$ cat config.mk
export PLATFORM = sky130hd
export DESIGN_NAME = bubble_host_port
export DESIGN_NICKNAME = d
export VERILOG_FILES = /design/src/hdl/bubble_pkg.sv /design/src/hdl/bubble_host_port.sv
export VERILOG_INCLUDE_DIRS = /design/src /design/src/hdl
export SDC_FILE = /design/constraint.sdc
export NUM_CORES = 1
export LEC_CHECK = 0
export ABC_AREA = 0
export ABC_CLOCK_PERIOD_IN_PS = 1000
export BUFFER_PORTS_ARGS = -buffer_cell sky130_fd_sc_hd__buf_2
export CORE_ASPECT_RATIO = 1.4
export CORE_MARGIN = 2
export CORE_UTILIZATION = 28
export DETAILED_ROUTE_END_ITERATION = 6
export MAX_ROUTING_LAYER = met4
export PLACE_DENSITY = 0.74
export SLEW_MARGIN = 20
export SYNTH_ARGS = -nofsm -noshare
export SYNTH_HDL_FRONTEND = slang
export SYNTH_SLANG_ARGS = --single-unit
$ cat constraint.sdc
create_clock -name bubble_buffer_write_clock -period 1 [get_ports bubble_buffer_write_clock]
set_clock_uncertainty 0.05 [all_clocks]
set_input_delay 0.2 -clock bubble_buffer_write_clock [delete_from_list [all_inputs] [get_ports bubble_buffer_write_clock]]
set_output_delay 0.2 -clock bubble_buffer_write_clock [all_outputs]
set_load 0.05 [all_outputs]
$ cat src/hdl/bubble_config.svh
`ifndef BUBBLE_CONFIG_SVH
`define BUBBLE_CONFIG_SVH

// bubble buffer geometry
`define BUBBLE_ADDR_W       13          // buffer address bits
`define BUBBLE_DEPTH        8192        // 2**ADDR_W entries, odd/even pair each

// emulated access codes from the bubble controller
`define BUBBLE_ACC_BOOT     3'b110      // bootloader loop access
`define BUBBLE_ACC_USER     3'b111      // user page access

// user page window
`define BUBBLE_PAGE_BASE    7168        // upper three address bits all ones
`define BUBBLE_PAGE_W       10          // cycle bits used inside the window

// line that always shifts out empty bubbles
`define BUBBLE_EMPTY_ADDR   8191

// absolute bubble position counter
`define BUBBLE_POS_W        12

`endif

$ cat src/hdl/bubble_pkg.sv
`include "bubble_config.svh"

package bubble_pkg;

    // access type as presented by the emulated controller
    // anything that is not boot or user counts as idle
    typedef enum logic [2:0]
    {
        ACC_BOOT = `BUBBLE_ACC_BOOT,            // bootloop read, cycle number is address
        ACC_USER = `BUBBLE_ACC_USER             // page read, window at page base
    } access_type_e;

    // one bubble buffer address
    typedef logic [`BUBBLE_ADDR_W-1:0] buf_addr_t;

    // one buffer word
    // bit 1 odd channel, bit 0 even channel
    typedef logic [1:0] bit_pair_t;

endpackage

$ cat src/hdl/bubble_host_port.sv
`timescale 1ns/10ps

module bubble_host_port
    import bubble_pkg::*;
(
    input  logic        bubble_buffer_write_clock,
    input  logic        rst_n,

    // wishbone classic slave
    input  logic        wb_cyc,
    input  logic        wb_stb,
    input  logic        wb_we,
    input  logic [13:0] wb_adr,     // bit 13 selects position register
    input  logic [31:0] wb_dat_i,   // bits 1..0 carry odd/even
    output logic [31:0] wb_dat_o,
    output logic        wb_ack,

    // emulator position, sampled every cycle
    input  logic [11:0] abs_pos,

    // buffer write port
    output logic        wr_en,
    output buf_addr_t   wr_addr,
    output bit_pair_t   wr_data
);

    logic        ack_q;             // single cycle ack
    logic        req;               // new request this cycle
    logic        sel_pos;           // position register selected
    logic [11:0] abs_pos_q;         // registered position
    logic [31:0] dat_q;             // read data, valid with ack

    // a request is only new if we did not ack last cycle
    assign req     = wb_cyc & wb_stb & ~ack_q;
    assign sel_pos = wb_adr[13];

    // write lands in the buffer on the edge that raises ack
    assign wr_en   = req & wb_we & ~sel_pos;
    assign wr_addr = wb_adr[12:0];          // buffer address bits
    assign wr_data = wb_dat_i[1:0];

    always_ff @(posedge bubble_buffer_write_clock or negedge rst_n)
    begin
        if (!rst_n)
        begin
            ack_q <= 1'b0;
        end
        else
        begin
            ack_q <= req;                   // never high two cycles running
        end
    end

    always_ff @(posedge bubble_buffer_write_clock)
    begin
        abs_pos_q <= abs_pos;               // firmware polls this to stage pages
        if (req && !wb_we && sel_pos)
        begin
            dat_q <= {20'd0, abs_pos_q};    // zero extended position
        end
        else
        begin
            dat_q <= 32'd0;                 // writes and buffer reads return zero
        end
    end

    assign wb_ack   = ack_q;
    assign wb_dat_o = dat_q;

endmodule

Word level (Yosys, flattened, before mapping)
Cells that the tools add are included.

cells by class
  reductions and logical operators = 3
  bitwise gates (word level) = 6

operator list
  cell               number
  1-bit bitwise AND  4
  1-bit logical AND  2
  1-bit inverter     2
  1-bit zero test    1

storage, ports and cells
  register bits after elaboration = 45
  output and inout port bits = 49
  input port bits = 63
  word-level logic and storage cells = 13

Depth between registers and ports, before layout
  depth in word-level cells = 4
  depth in mapped cells = 3
  gate-level depth less buffers = 2

Least setup slack after synthesis
OpenSTA, ideal clock, no wires.

  path type = register -> output
  start point = reg ack_q, in the netlist wb_ack
  end point = out wr_en
  data required time = 750 ps
  setup slack = -468 ps
  arrival time = 1218 ps
  stages on the path, launching flop included = 3
  path buffers = 0
  cells stage by stage = dfrtp_1 -> and3b_2 -> and3b_2

between the ends
  word-level cells in the longest chain between the ends = 4

RTL lines
  what                            line                    text
  from (decl)                     bubble_host_port.sv:27  logic ack_q;
  from (signal assigned)          bubble_host_port.sv:50  ack_q <= req;
  1-bit inverter                  bubble_host_port.sv:34  assign req = wb_cyc & wb_stb & ~ack_q;
  1-bit bitwise AND               bubble_host_port.sv:34
  1-bit bitwise AND (2 in a row)  bubble_host_port.sv:38  assign wr_en = req & wb_we & ~sel_pos;
  to (decl)                       bubble_host_port.sv:22  output logic wr_en,

Every way passes these cells.

Final worst setup path
Same ends and word-level chain as after synthesis.

==> impl_metrics.toml <==
[layout]
fin_nets = 179
drive_gt1_share_pct = 58.3
final_util_pct = 42.4
final_cell_area_mm2 = 0.00131
area_delta_synth_final_pct = 45.7
fillCellCount = 310
antenna_cells = 0

[setup_path]
timing.rr.start = "wb_ack$_DFF_PN0_"
startpoint = "wb_ack$_DFF_PN0_"
required_ps = 750
critPathArrivalTime_ps = 1230
path_max_fanout = 2
worstSetupStartpointType = "flip-flop"
path_class = "flip-flop to output port"
cp-end-kind = "output port"

[die]
die_y_um = 71.1
initial_core_util_pct = 29.1
core_mm2 = 0.00309
die_area_mm2 = 0.00369
rows = 24
io_pins = 112
die_width_um = 51.9

[run_status]
status = "finished, violations left"
violations = "setup timing"

[logic_synthesis]
seq_area_frac_synth_pct = 56.1
synth_warnings = 0
synth_cells = 78
synth_cell_types = 10
synth_area_per_cell_um2 = 11.5
post_synth_instance_area_um2 = 901
ys_seq_elements = 25
synthTopCellsByArea = "dfxtp_1, buf_4, and3_1"
synth_area_leader_cell = "dfxtp_1"
synth.top_cell.area_share_pct = 53.3

[timing]
fin_ws_ps = -481
post-route-period-util_pct = 148
hold_viol = 0
drv_slew = 0
setup_viol = 15
fin_hold_ws_ps = 197
rsz0062_at_grt = "yes"
period_needed_ps = 1480
max_freq_mhz = 675

[grt]
overflow = 0
grt_pass1_vias = 512
antenna_found_initial = 0
grt_max_degree = 14
track_usage_pct = 8.52
grt_pass1_wl_um = 2310

[pwr]
ir_drop_uv = 546
leakagePower_nw = 0.628
finalPower_w = 0.00195
power.density_mw_per_mm2 = 1490

[clock_tree]
cts_max_level = 1
cts_sinks = 25
cts_max_path_buffers = 2
cts_tree = "done"
path_clk_slew_ps = 70
cts_buffers = 3
cts_root_buf = "clkbuf_8"
clkLatencyLatePin_ps = 250

[route]
wl_met3_um = 131
wl_met2_um = 888
dr.pass1.iters = 2
via_count = 532
routed_wirelength_um = 1470
drc = 0
antenna_left = 0
detail_route.wl_per_cell_um = 9.54
viasPerCell = 3.45
drt_iter0_markers = 6
highest_layer = "met4"
met1_length_um = 424

[placed_design]
gpl.final_weighted_congestion = 0.687
port_buffers = 31
hpwl_um = 1090
placed_cell_area_um2 = 921

[worst_hold_path]
hold_path_class = "primary input to async pin"

[run]
cap_viol_max_count = 0
==> final timing paths <==
check | to | slack, ps | cells past startpoint
min in group bubble_buffer_write_clock | wr_addr[3] | 350 | 0
worst max register to register | wb_dat_o[1]$_SDFF_PN0_ | -250 | 5
worst min register to register | wb_dat_o[0]$_SDFF_PN0_ | 410 | 1
max in group asynchronous | wb_ack$_DFF_PN0_ | 610 | 2
worst min-delay path | wb_ack$_DFF_PN0_ | 200 | 2
worst max-delay path | wr_en | -480 | 3
==> cells in the mapped netlist (all sizes together) <==
cell type,count
buf,36
dfxtp,24
and3,12
and3b,2
clkbuf,1
conb,1
dfrtp,1
nor2b,1
==> state kept, by name, summed over array words and instances (netlist names) <==
register and flops:
abs_pos_q 12, wb_dat_o 12, wb_ack 1
==> cell families after synthesis <==
kind of cell	count (synthesis)	synth area share, %
buffers and inverters	37	31.0
DFF	25	56.1
and+or+nand+nor	15	12.5
other	1	0.416
==> placed cells by master, fill, tap and decap left out <==
cell           netlist  layout
and3_1               9       2
and3_4               0      10
and3b_2              2       2
buf_2                0      17
buf_4               35       4
buf_6                1      10
buf_8                0       7
clkbuf_1             0       1
clkbuf_8             0       3
conb_1               1      20
dfrtp_2              0       1
dfxtp_1             24      12
dfxtp_2              0      12
dlygate4sd3_1        0      13
nor2b_4              1       1
==> area by class of cell <==
class / count / area (um2) / area share, %
Clock buffer: 4 / 45.0 / 3.43
Multi-Input combinational cell: 35 / 234 / 17.8
Sequential cell: 25 / 522 / 39.8
Timing Repair Buffer: 51 / 463 / 35.3
Tap cell: 39 / 48.8 / 3.72
==> critical path, cell delays in order (launching register included) <==
cell and delay [ps]:
dfrtp_2 410, and3b_2 240, and3b_2 190, buf_8 140
==> per-layer routing <==
metal,track usage [%],up-vias
met5,-,-
met1,8.13,230
li1,-,263
met3,2.11,10
met4,4.97,0
met2,14.9,29
==> timing repair <==
action	in CTS	in global routing
setup buffers	1	2
hold buffers	13	0
hold endpoints to repair	13	0
gates cloned	1	0
pin swaps	1	0
endpoints found under the setup margin	26	27
gates resized for setup	38	24
==> where the power goes <==
| part | total, W | internal (W) | switching [W] |
|---|---|---|---|
| logic | 0.000362 | 0.000116 | 0.000245 |
| registers | 0.00104 | 0.00103 | 0.0000113 |
| clock network | 0.000548 | 0.000283 | 0.000265 |
==> through the flow <==
stage,worst slack [ps],instances,setup TNS (ps)
2_1_floorplan,-393,97,-2300
3_3_place_gp,-263,133,-400
3_5_place_dp,-293,133,-850
4_1_cts,-497,152,-2380
5_1_grt,-531,154,-4030
6_report,-481,154,-3480
Power figures use the tool's default switching activity.
