File: src/hdl/bubble_config.svh
`ifndef BUBBLE_CONFIG_SVH
`define BUBBLE_CONFIG_SVH

// bubble buffer geometry
`define BUBBLE_ADDR_W       13          // buffer address bits
`define BUBBLE_DEPTH        8192        // 2**ADDR_W entries, odd/even pair each

// emulated access codes from the bubble controller
`define BUBBLE_ACC_BOOT     3'b110      // bootloader loop access
`define BUBBLE_ACC_USER     3'b111      // user page access

// user page window
`define BUBBLE_PAGE_BASE    7168        // upper three address bits all ones
`define BUBBLE_PAGE_W       10          // cycle bits used inside the window

// line that always shifts out empty bubbles
`define BUBBLE_EMPTY_ADDR   8191

// absolute bubble position counter
`define BUBBLE_POS_W        12

`endif

File: src/hdl/bubble_pkg.sv
`include "bubble_config.svh"

package bubble_pkg;

    // access type as presented by the emulated controller
    // anything that is not boot or user counts as idle
    typedef enum logic [2:0]
    {
        ACC_BOOT = `BUBBLE_ACC_BOOT,            // bootloop read, cycle number is address
        ACC_USER = `BUBBLE_ACC_USER             // page read, window at page base
    } access_type_e;

    // one bubble buffer address
    typedef logic [`BUBBLE_ADDR_W-1:0] buf_addr_t;

    // one buffer word
    // bit 1 odd channel, bit 0 even channel
    typedef logic [1:0] bit_pair_t;

endpackage

File: src/hdl/bubble_access_decoder.sv
`timescale 1ns/10ps
`include "bubble_config.svh"

module bubble_access_decoder
    import bubble_pkg::*;
(
    input  logic         bubble_buffer_write_clock,
    input  logic         rst_n,

    input  access_type_e acc_type,          // boot, user or idle
    input  logic [12:0]  bout_cycle_num,    // bubble output cycle
    input  logic [1:0]   bout_ticks,        // bit 0 load, bit 1 clear

    output buf_addr_t    rd_addr,           // registered buffer read address
    output logic [1:0]   ticks_d            // ticks aligned with ram data
);

    access_type_e acc_q;                    // input stage
    logic [12:0]  cyc_q;
    logic [1:0]   ticks_s1;
    logic [1:0]   ticks_s2;                 // aligned with rd_addr
    logic [1:0]   ticks_s3;                 // aligned with rd_data
    buf_addr_t    addr_next;
    buf_addr_t    addr_q;

    // address select from the sampled access
    always_comb
    begin
        case (acc_q)
            ACC_BOOT:
            begin
                addr_next = cyc_q;          // bootloop is addressed directly
            end
            ACC_USER:
            begin
                // page window, low bits from the cycle number
                addr_next = buf_addr_t'(`BUBBLE_PAGE_BASE)
                          | buf_addr_t'(cyc_q[`BUBBLE_PAGE_W-1:0]);
            end
            default:
            begin
                addr_next = buf_addr_t'(`BUBBLE_EMPTY_ADDR);    // empty line
            end
        endcase
    end

    always_ff @(posedge bubble_buffer_write_clock or negedge rst_n)
    begin
        if (!rst_n)
        begin
            acc_q    <= access_type_e'(3'b000); // idle
            cyc_q    <= 13'd0;
            ticks_s1 <= 2'b00;
            ticks_s2 <= 2'b00;
            ticks_s3 <= 2'b00;
            addr_q   <= buf_addr_t'(`BUBBLE_EMPTY_ADDR);
        end
        else
        begin
            acc_q    <= acc_type;
            cyc_q    <= bout_cycle_num;
            ticks_s1 <= bout_ticks;
            addr_q   <= addr_next;          // edge N+1
            ticks_s2 <= ticks_s1;
            ticks_s3 <= ticks_s2;           // extra stage covers the ram read
        end
    end

    assign rd_addr = addr_q;
    assign ticks_d = ticks_s3;

endmodule

File: config.mk
export PLATFORM = sky130hd
export DESIGN_NAME = bubble_access_decoder
export DESIGN_NICKNAME = d
export VERILOG_FILES = /design/src/hdl/bubble_pkg.sv /design/src/hdl/bubble_access_decoder.sv
export VERILOG_INCLUDE_DIRS = /design/src /design/src/hdl
export SDC_FILE = /design/constraint.sdc
export NUM_CORES = 1
export LEC_CHECK = 0
export BUFFER_PORTS_ARGS = -buffer_cell sky130_fd_sc_hd__buf_2
export CORE_MARGIN = 10
export CORE_UTILIZATION = 42
export DETAILED_ROUTE_END_ITERATION = 6
export GPL_TIMING_DRIVEN = 1
export PLACE_DENSITY = 0.71
export SLEW_MARGIN = 10
export SYNTH_ARGS = -nofsm -noshare
export SYNTH_HDL_FRONTEND = slang
export SYNTH_SLANG_ARGS = --single-unit
File: constraint.sdc
create_clock -name bubble_buffer_write_clock -period 0.8 [get_ports bubble_buffer_write_clock]
set_clock_uncertainty 0.05 [all_clocks]
set_input_delay 0.04 -clock bubble_buffer_write_clock [delete_from_list [all_inputs] [get_ports bubble_buffer_write_clock]]
set_output_delay 0.04 -clock bubble_buffer_write_clock [all_outputs]
set_load 0.01 [all_outputs]
# == After elaboration in Yosys (flattened, before gate mapping) ==
# Cells that the tools add are included.
# W data, S select, Z words.
# op_classes
n_mux,1
eq_ne,2
# op_table
operator,n
$pmux W13 S2,1
$eq A3 B3 Y1 const B,2
# word_totals
regBits,35
output_inout_bits,15
input_bits,20

# == Logic depth before layout (Yosys ltp) ==
# depth
depth_word,2
mapped_depth,2

# == Least setup slack after synthesis ==
# OpenSTA, ideal clock, no wires.
# synth_path
path_type,reg2reg
startpoint,register acc_q[1]
endpoint,register addr_q[0] (netlist: rd_addr[0])
setup_time_ns,0.064
arrival_ns,0.593
stages_incl_launch_ff,3
period_less_slack_ns,0.707
slack_ns,0.093
required_ns,0.686
n_path_buf,1
cell_sequence,dfrtp_1 buf_6 nand3b_1
# synth_between
elab_chain_len,2
# synth_lines
element,line,text
"start, declared",bubble_access_decoder.sv:18,access_type_e acc_q;
"start signal, assigned",bubble_access_decoder.sv:51,acc_q <= access_type_e'(3'b000);
"start signal, assigned",bubble_access_decoder.sv:60,acc_q <= acc_type;
$eq A3 B3 Y1,bubble_access_decoder.sv:29,case (acc_q)
$pmux W13 S2 (*),bubble_access_decoder.sv:29,
net addr_next[0],bubble_access_decoder.sv:23,buf_addr_t addr_next;
"end signal, assigned",bubble_access_decoder.sv:56,addr_q <= buf_addr_t'(`BUBBLE_EMPTY_ADDR);
"end signal, assigned",bubble_access_decoder.sv:63,addr_q <= addr_next;
"end, declared",bubble_access_decoder.sv:24,buf_addr_t addr_q;
# The timed path passes the listed nets; every way through them passes the cells marked *.

# == Final worst setup path ==
# layout_path
startpoint,register addr_q[2] (netlist: rd_addr[2])
endpoint,output port rd_addr[2]
# layout_rtl
element,line,text
"end, declared",bubble_access_decoder.sv:14,"output buf_addr_t rd_addr,"
# No word-level cell between the ends.

==> reports/metrics.yaml <==
sta:
  tightest_slew_ns: 0.174
  setup_viol: 17
  hold_violations: 0
  finalMaxSlewViolations: 0
  timing.final.crit_period_ns: 1.06
  layout_setup_ws_ns: -0.260
  relSlewSlack: 0.884
  setup_tns_ns: -3.35
  max_freq_ghz: 0.944
  rsz0062_at_grt: "true"
  fin_crit_sh: 1.32
routing:
  wl_per_cell_um: 15.5
  num_vias: 622
  dr.pass1.iters: 4
  drc_errors: 0
  wl_um: 2170
  final_antenna_net_count: 0
  viasPerCell: 4.44
  drt_iter0_markers: 21
die:
  fp.dieArea_um2: 4810
  initial_core_util: 0.450
  fp.dieW_um: 69.4
  rows: 17
  ios: 35
  design.core.area_um2: 2280
  fp.dieH_um: 69.4
worst_setup_path:
  crit_buf_inv: 1
  crit_arrival_ns: 0.97
  cp-end-kind: "output pin"
  worstSetupPathDepth: 1
  cp-start-kind: "flip-flop"
  required_ns: 0.71
  path_max_fanout: 1
  r2r.worst_path.cells: 2
  r2r_start: "acc_q[2]"
  r2r_slack_ns: -0.02
  timing.rr.end: "rd_addr[1]"
  crit_type: "reg -> out"
  cp_cell_sequence: "buf_6"
  cpLargestDelayFamily: "flip-flops"
  cp_slowest_stage_delay_ns: 0.55
  cp_slowest_cell: "dfstp_2"
final_layout:
  syn2layout_area_growth_pct: 55.5
  nNetsFinal: 131
  antenna_cells: 0
  fillers: 128
  drive_above_1_share: 0.527
  instances_no_fill: 140
  design_area_um2: 1590
global_route:
  antenna_found_initial: 0
  overflow: 0
  grt_max_degree: 36
  track_usage: 0.0918
  first_global_vias: 712
  grt_pass1_wl_um: 3400
clock_tree:
  cts_tree: "built"
  numCtsBuffers: 5
  root_buffer: "clkbuf_4"
  clk_latency_ns: 0.31
  ctsHtreeMaxLevel: 2
  clock-sinks: 35
  cts_max_path_buffers: 2
  clk_pin_slew_worst_paths_ns: 0.10
synthesis:
  synth_top_area_frac: 0.538
  yosys.area.top_type: "dfrtp_1"
  synth_seq_cells: 35
  synthCells: 50
  ys_types: 5
  synth_top_cells_by_area: "dfrtp_1, dfstp_2, nand3b_1"
  syn-num-nets: 70
  netlist_area_um2: 1020
  synth.avg_cell_area_um2: 20.5
  synth_warnings: 0
  ys_seq_area_frac: 0.872
status:
  status: "finished with violations"
  failed_checks: "negative setup slack"
pwr:
  swShare: 0.204
  power.share.clock: 0.322
  p_leak_nw: 0.711
  p_switching_uw: 655
  powerDensity_nw_per_um2: 2020
  power_mw: 3.22
  p_comb_frac: 0.086
  ir_worst_vdd_uv: 1700
  intPower_mw: 2.56
  p_seq_frac: 0.592
placed_design:
  portBuffers: 34
  place_area_um2: 1230
  dp_cells: 111
  place.gp.congestion: 0.649
flow_run:
  cap_violations: 0
min_path:
  worstHoldPathType: "in -> async"
==> flip-flops by register name (all words and copies together), names as in the netlist <==
name,cells
ticks_s2,2
ticks_d,2
acc_q,3
cyc_q,13
ticks_s1,2
rd_addr,13
==> final cells by class <==
| cell class | count | area [µm²] | share of cell area |
|---|---|---|---|
| Clock buffer | 8 | 68.8 | 0.0432 |
| Multi-Input combinational cell | 13 | 109 | 0.0684 |
| Sequential cell | 35 | 895 | 0.562 |
| Tap cell | 28 | 35.0 | 0.0220 |
| Timing Repair Buffer | 56 | 484 | 0.304 |
==> Yosys cell counts <==
cell type  instances
dfrtp_1           22
dfstp_2           13
nand3b_1          10
nand4bb_1          3
buf_6              2
==> cells by family after synthesis <==
family / after synthesis / synth area share
DFF: 35 / 0.872
and+or+nand+nor: 13 / 0.106
buffers and inverters: 2 / 0.0220
==> layer usage <==
layer  wire length [µm]  share of wire  track usage  up-vias
li1                   -              -            -      288
met1                720           0.33       0.0759      304
met2               1250           0.57        0.168       25
met3                166          0.077       0.0599        5
met4                 33          0.015       0.0333        0
met5                  0              0            0        -
==> worst max-delay path by stage <==
stage	endpoint	slack [ns]	from
floorplan	rd_addr[0]	0.09	acc_q[1]
global placement	rd_addr[1]	-0.01	acc_q[2]
detailed placement	rd_addr[10]	-0.09	acc_q[2]
CTS	rd_addr[12]	-0.26	rd_addr[12]
global route	rd_addr[2]	-0.30	rd_addr[2]
finish	rd_addr[2]	-0.26	rd_addr[2]
==> cell usage in the layout, fill, tap and decap left out <==
cell type      Yosys  layout
buf_12             0       1
buf_2              0      21
buf_6              2      15
clkbuf_1           0       1
clkbuf_4           0       5
clkbuf_8           0       2
dfrtp_1           22      20
dfrtp_2            0       2
dfstp_2           13      13
dlygate4sd3_1      0      19
nand3b_1          10      10
nand4bb_1          3       3
==> power groups by stage <==
stage          registers [mW]  clock network, mW  logic [mW]
2_1_floorplan            1.93                  0      0.0430
3_3_place_gp             1.93                  0       0.159
3_5_place_dp             1.93                  0       0.162
4_1_cts                  1.91               1.05       0.261
5_1_grt                  1.91               1.14       0.304
6_report                 1.90               1.03       0.278
==> through the flow <==
step | hold slack, ns | worst slack (ns) | util
finish | 0.146 | -0.260 | 0.699
global route | 0.159 | -0.300 | 0.699
CTS | 0.136 | -0.261 | 0.689
detailed placement | -0.0436 | -0.0881 | 0.539
global placement | -0.0471 | -0.0107 | 0.539
floorplan | -0.306 | 0.0929 | -
==> repair_timing <==
| action | CTS | global route |
|---|---|---|
| gates resized for setup | 16 | 6 |
| pin swaps | 0 | 0 |
| setup endpoints to repair | 28 | 18 |
| buffers inserted | 0 | 2 |
| hold buffers | 19 | 0 |
| endpoints found under the hold margin | 53 | 0 |
No activity file was read; power rests on OpenSTA's default activity.
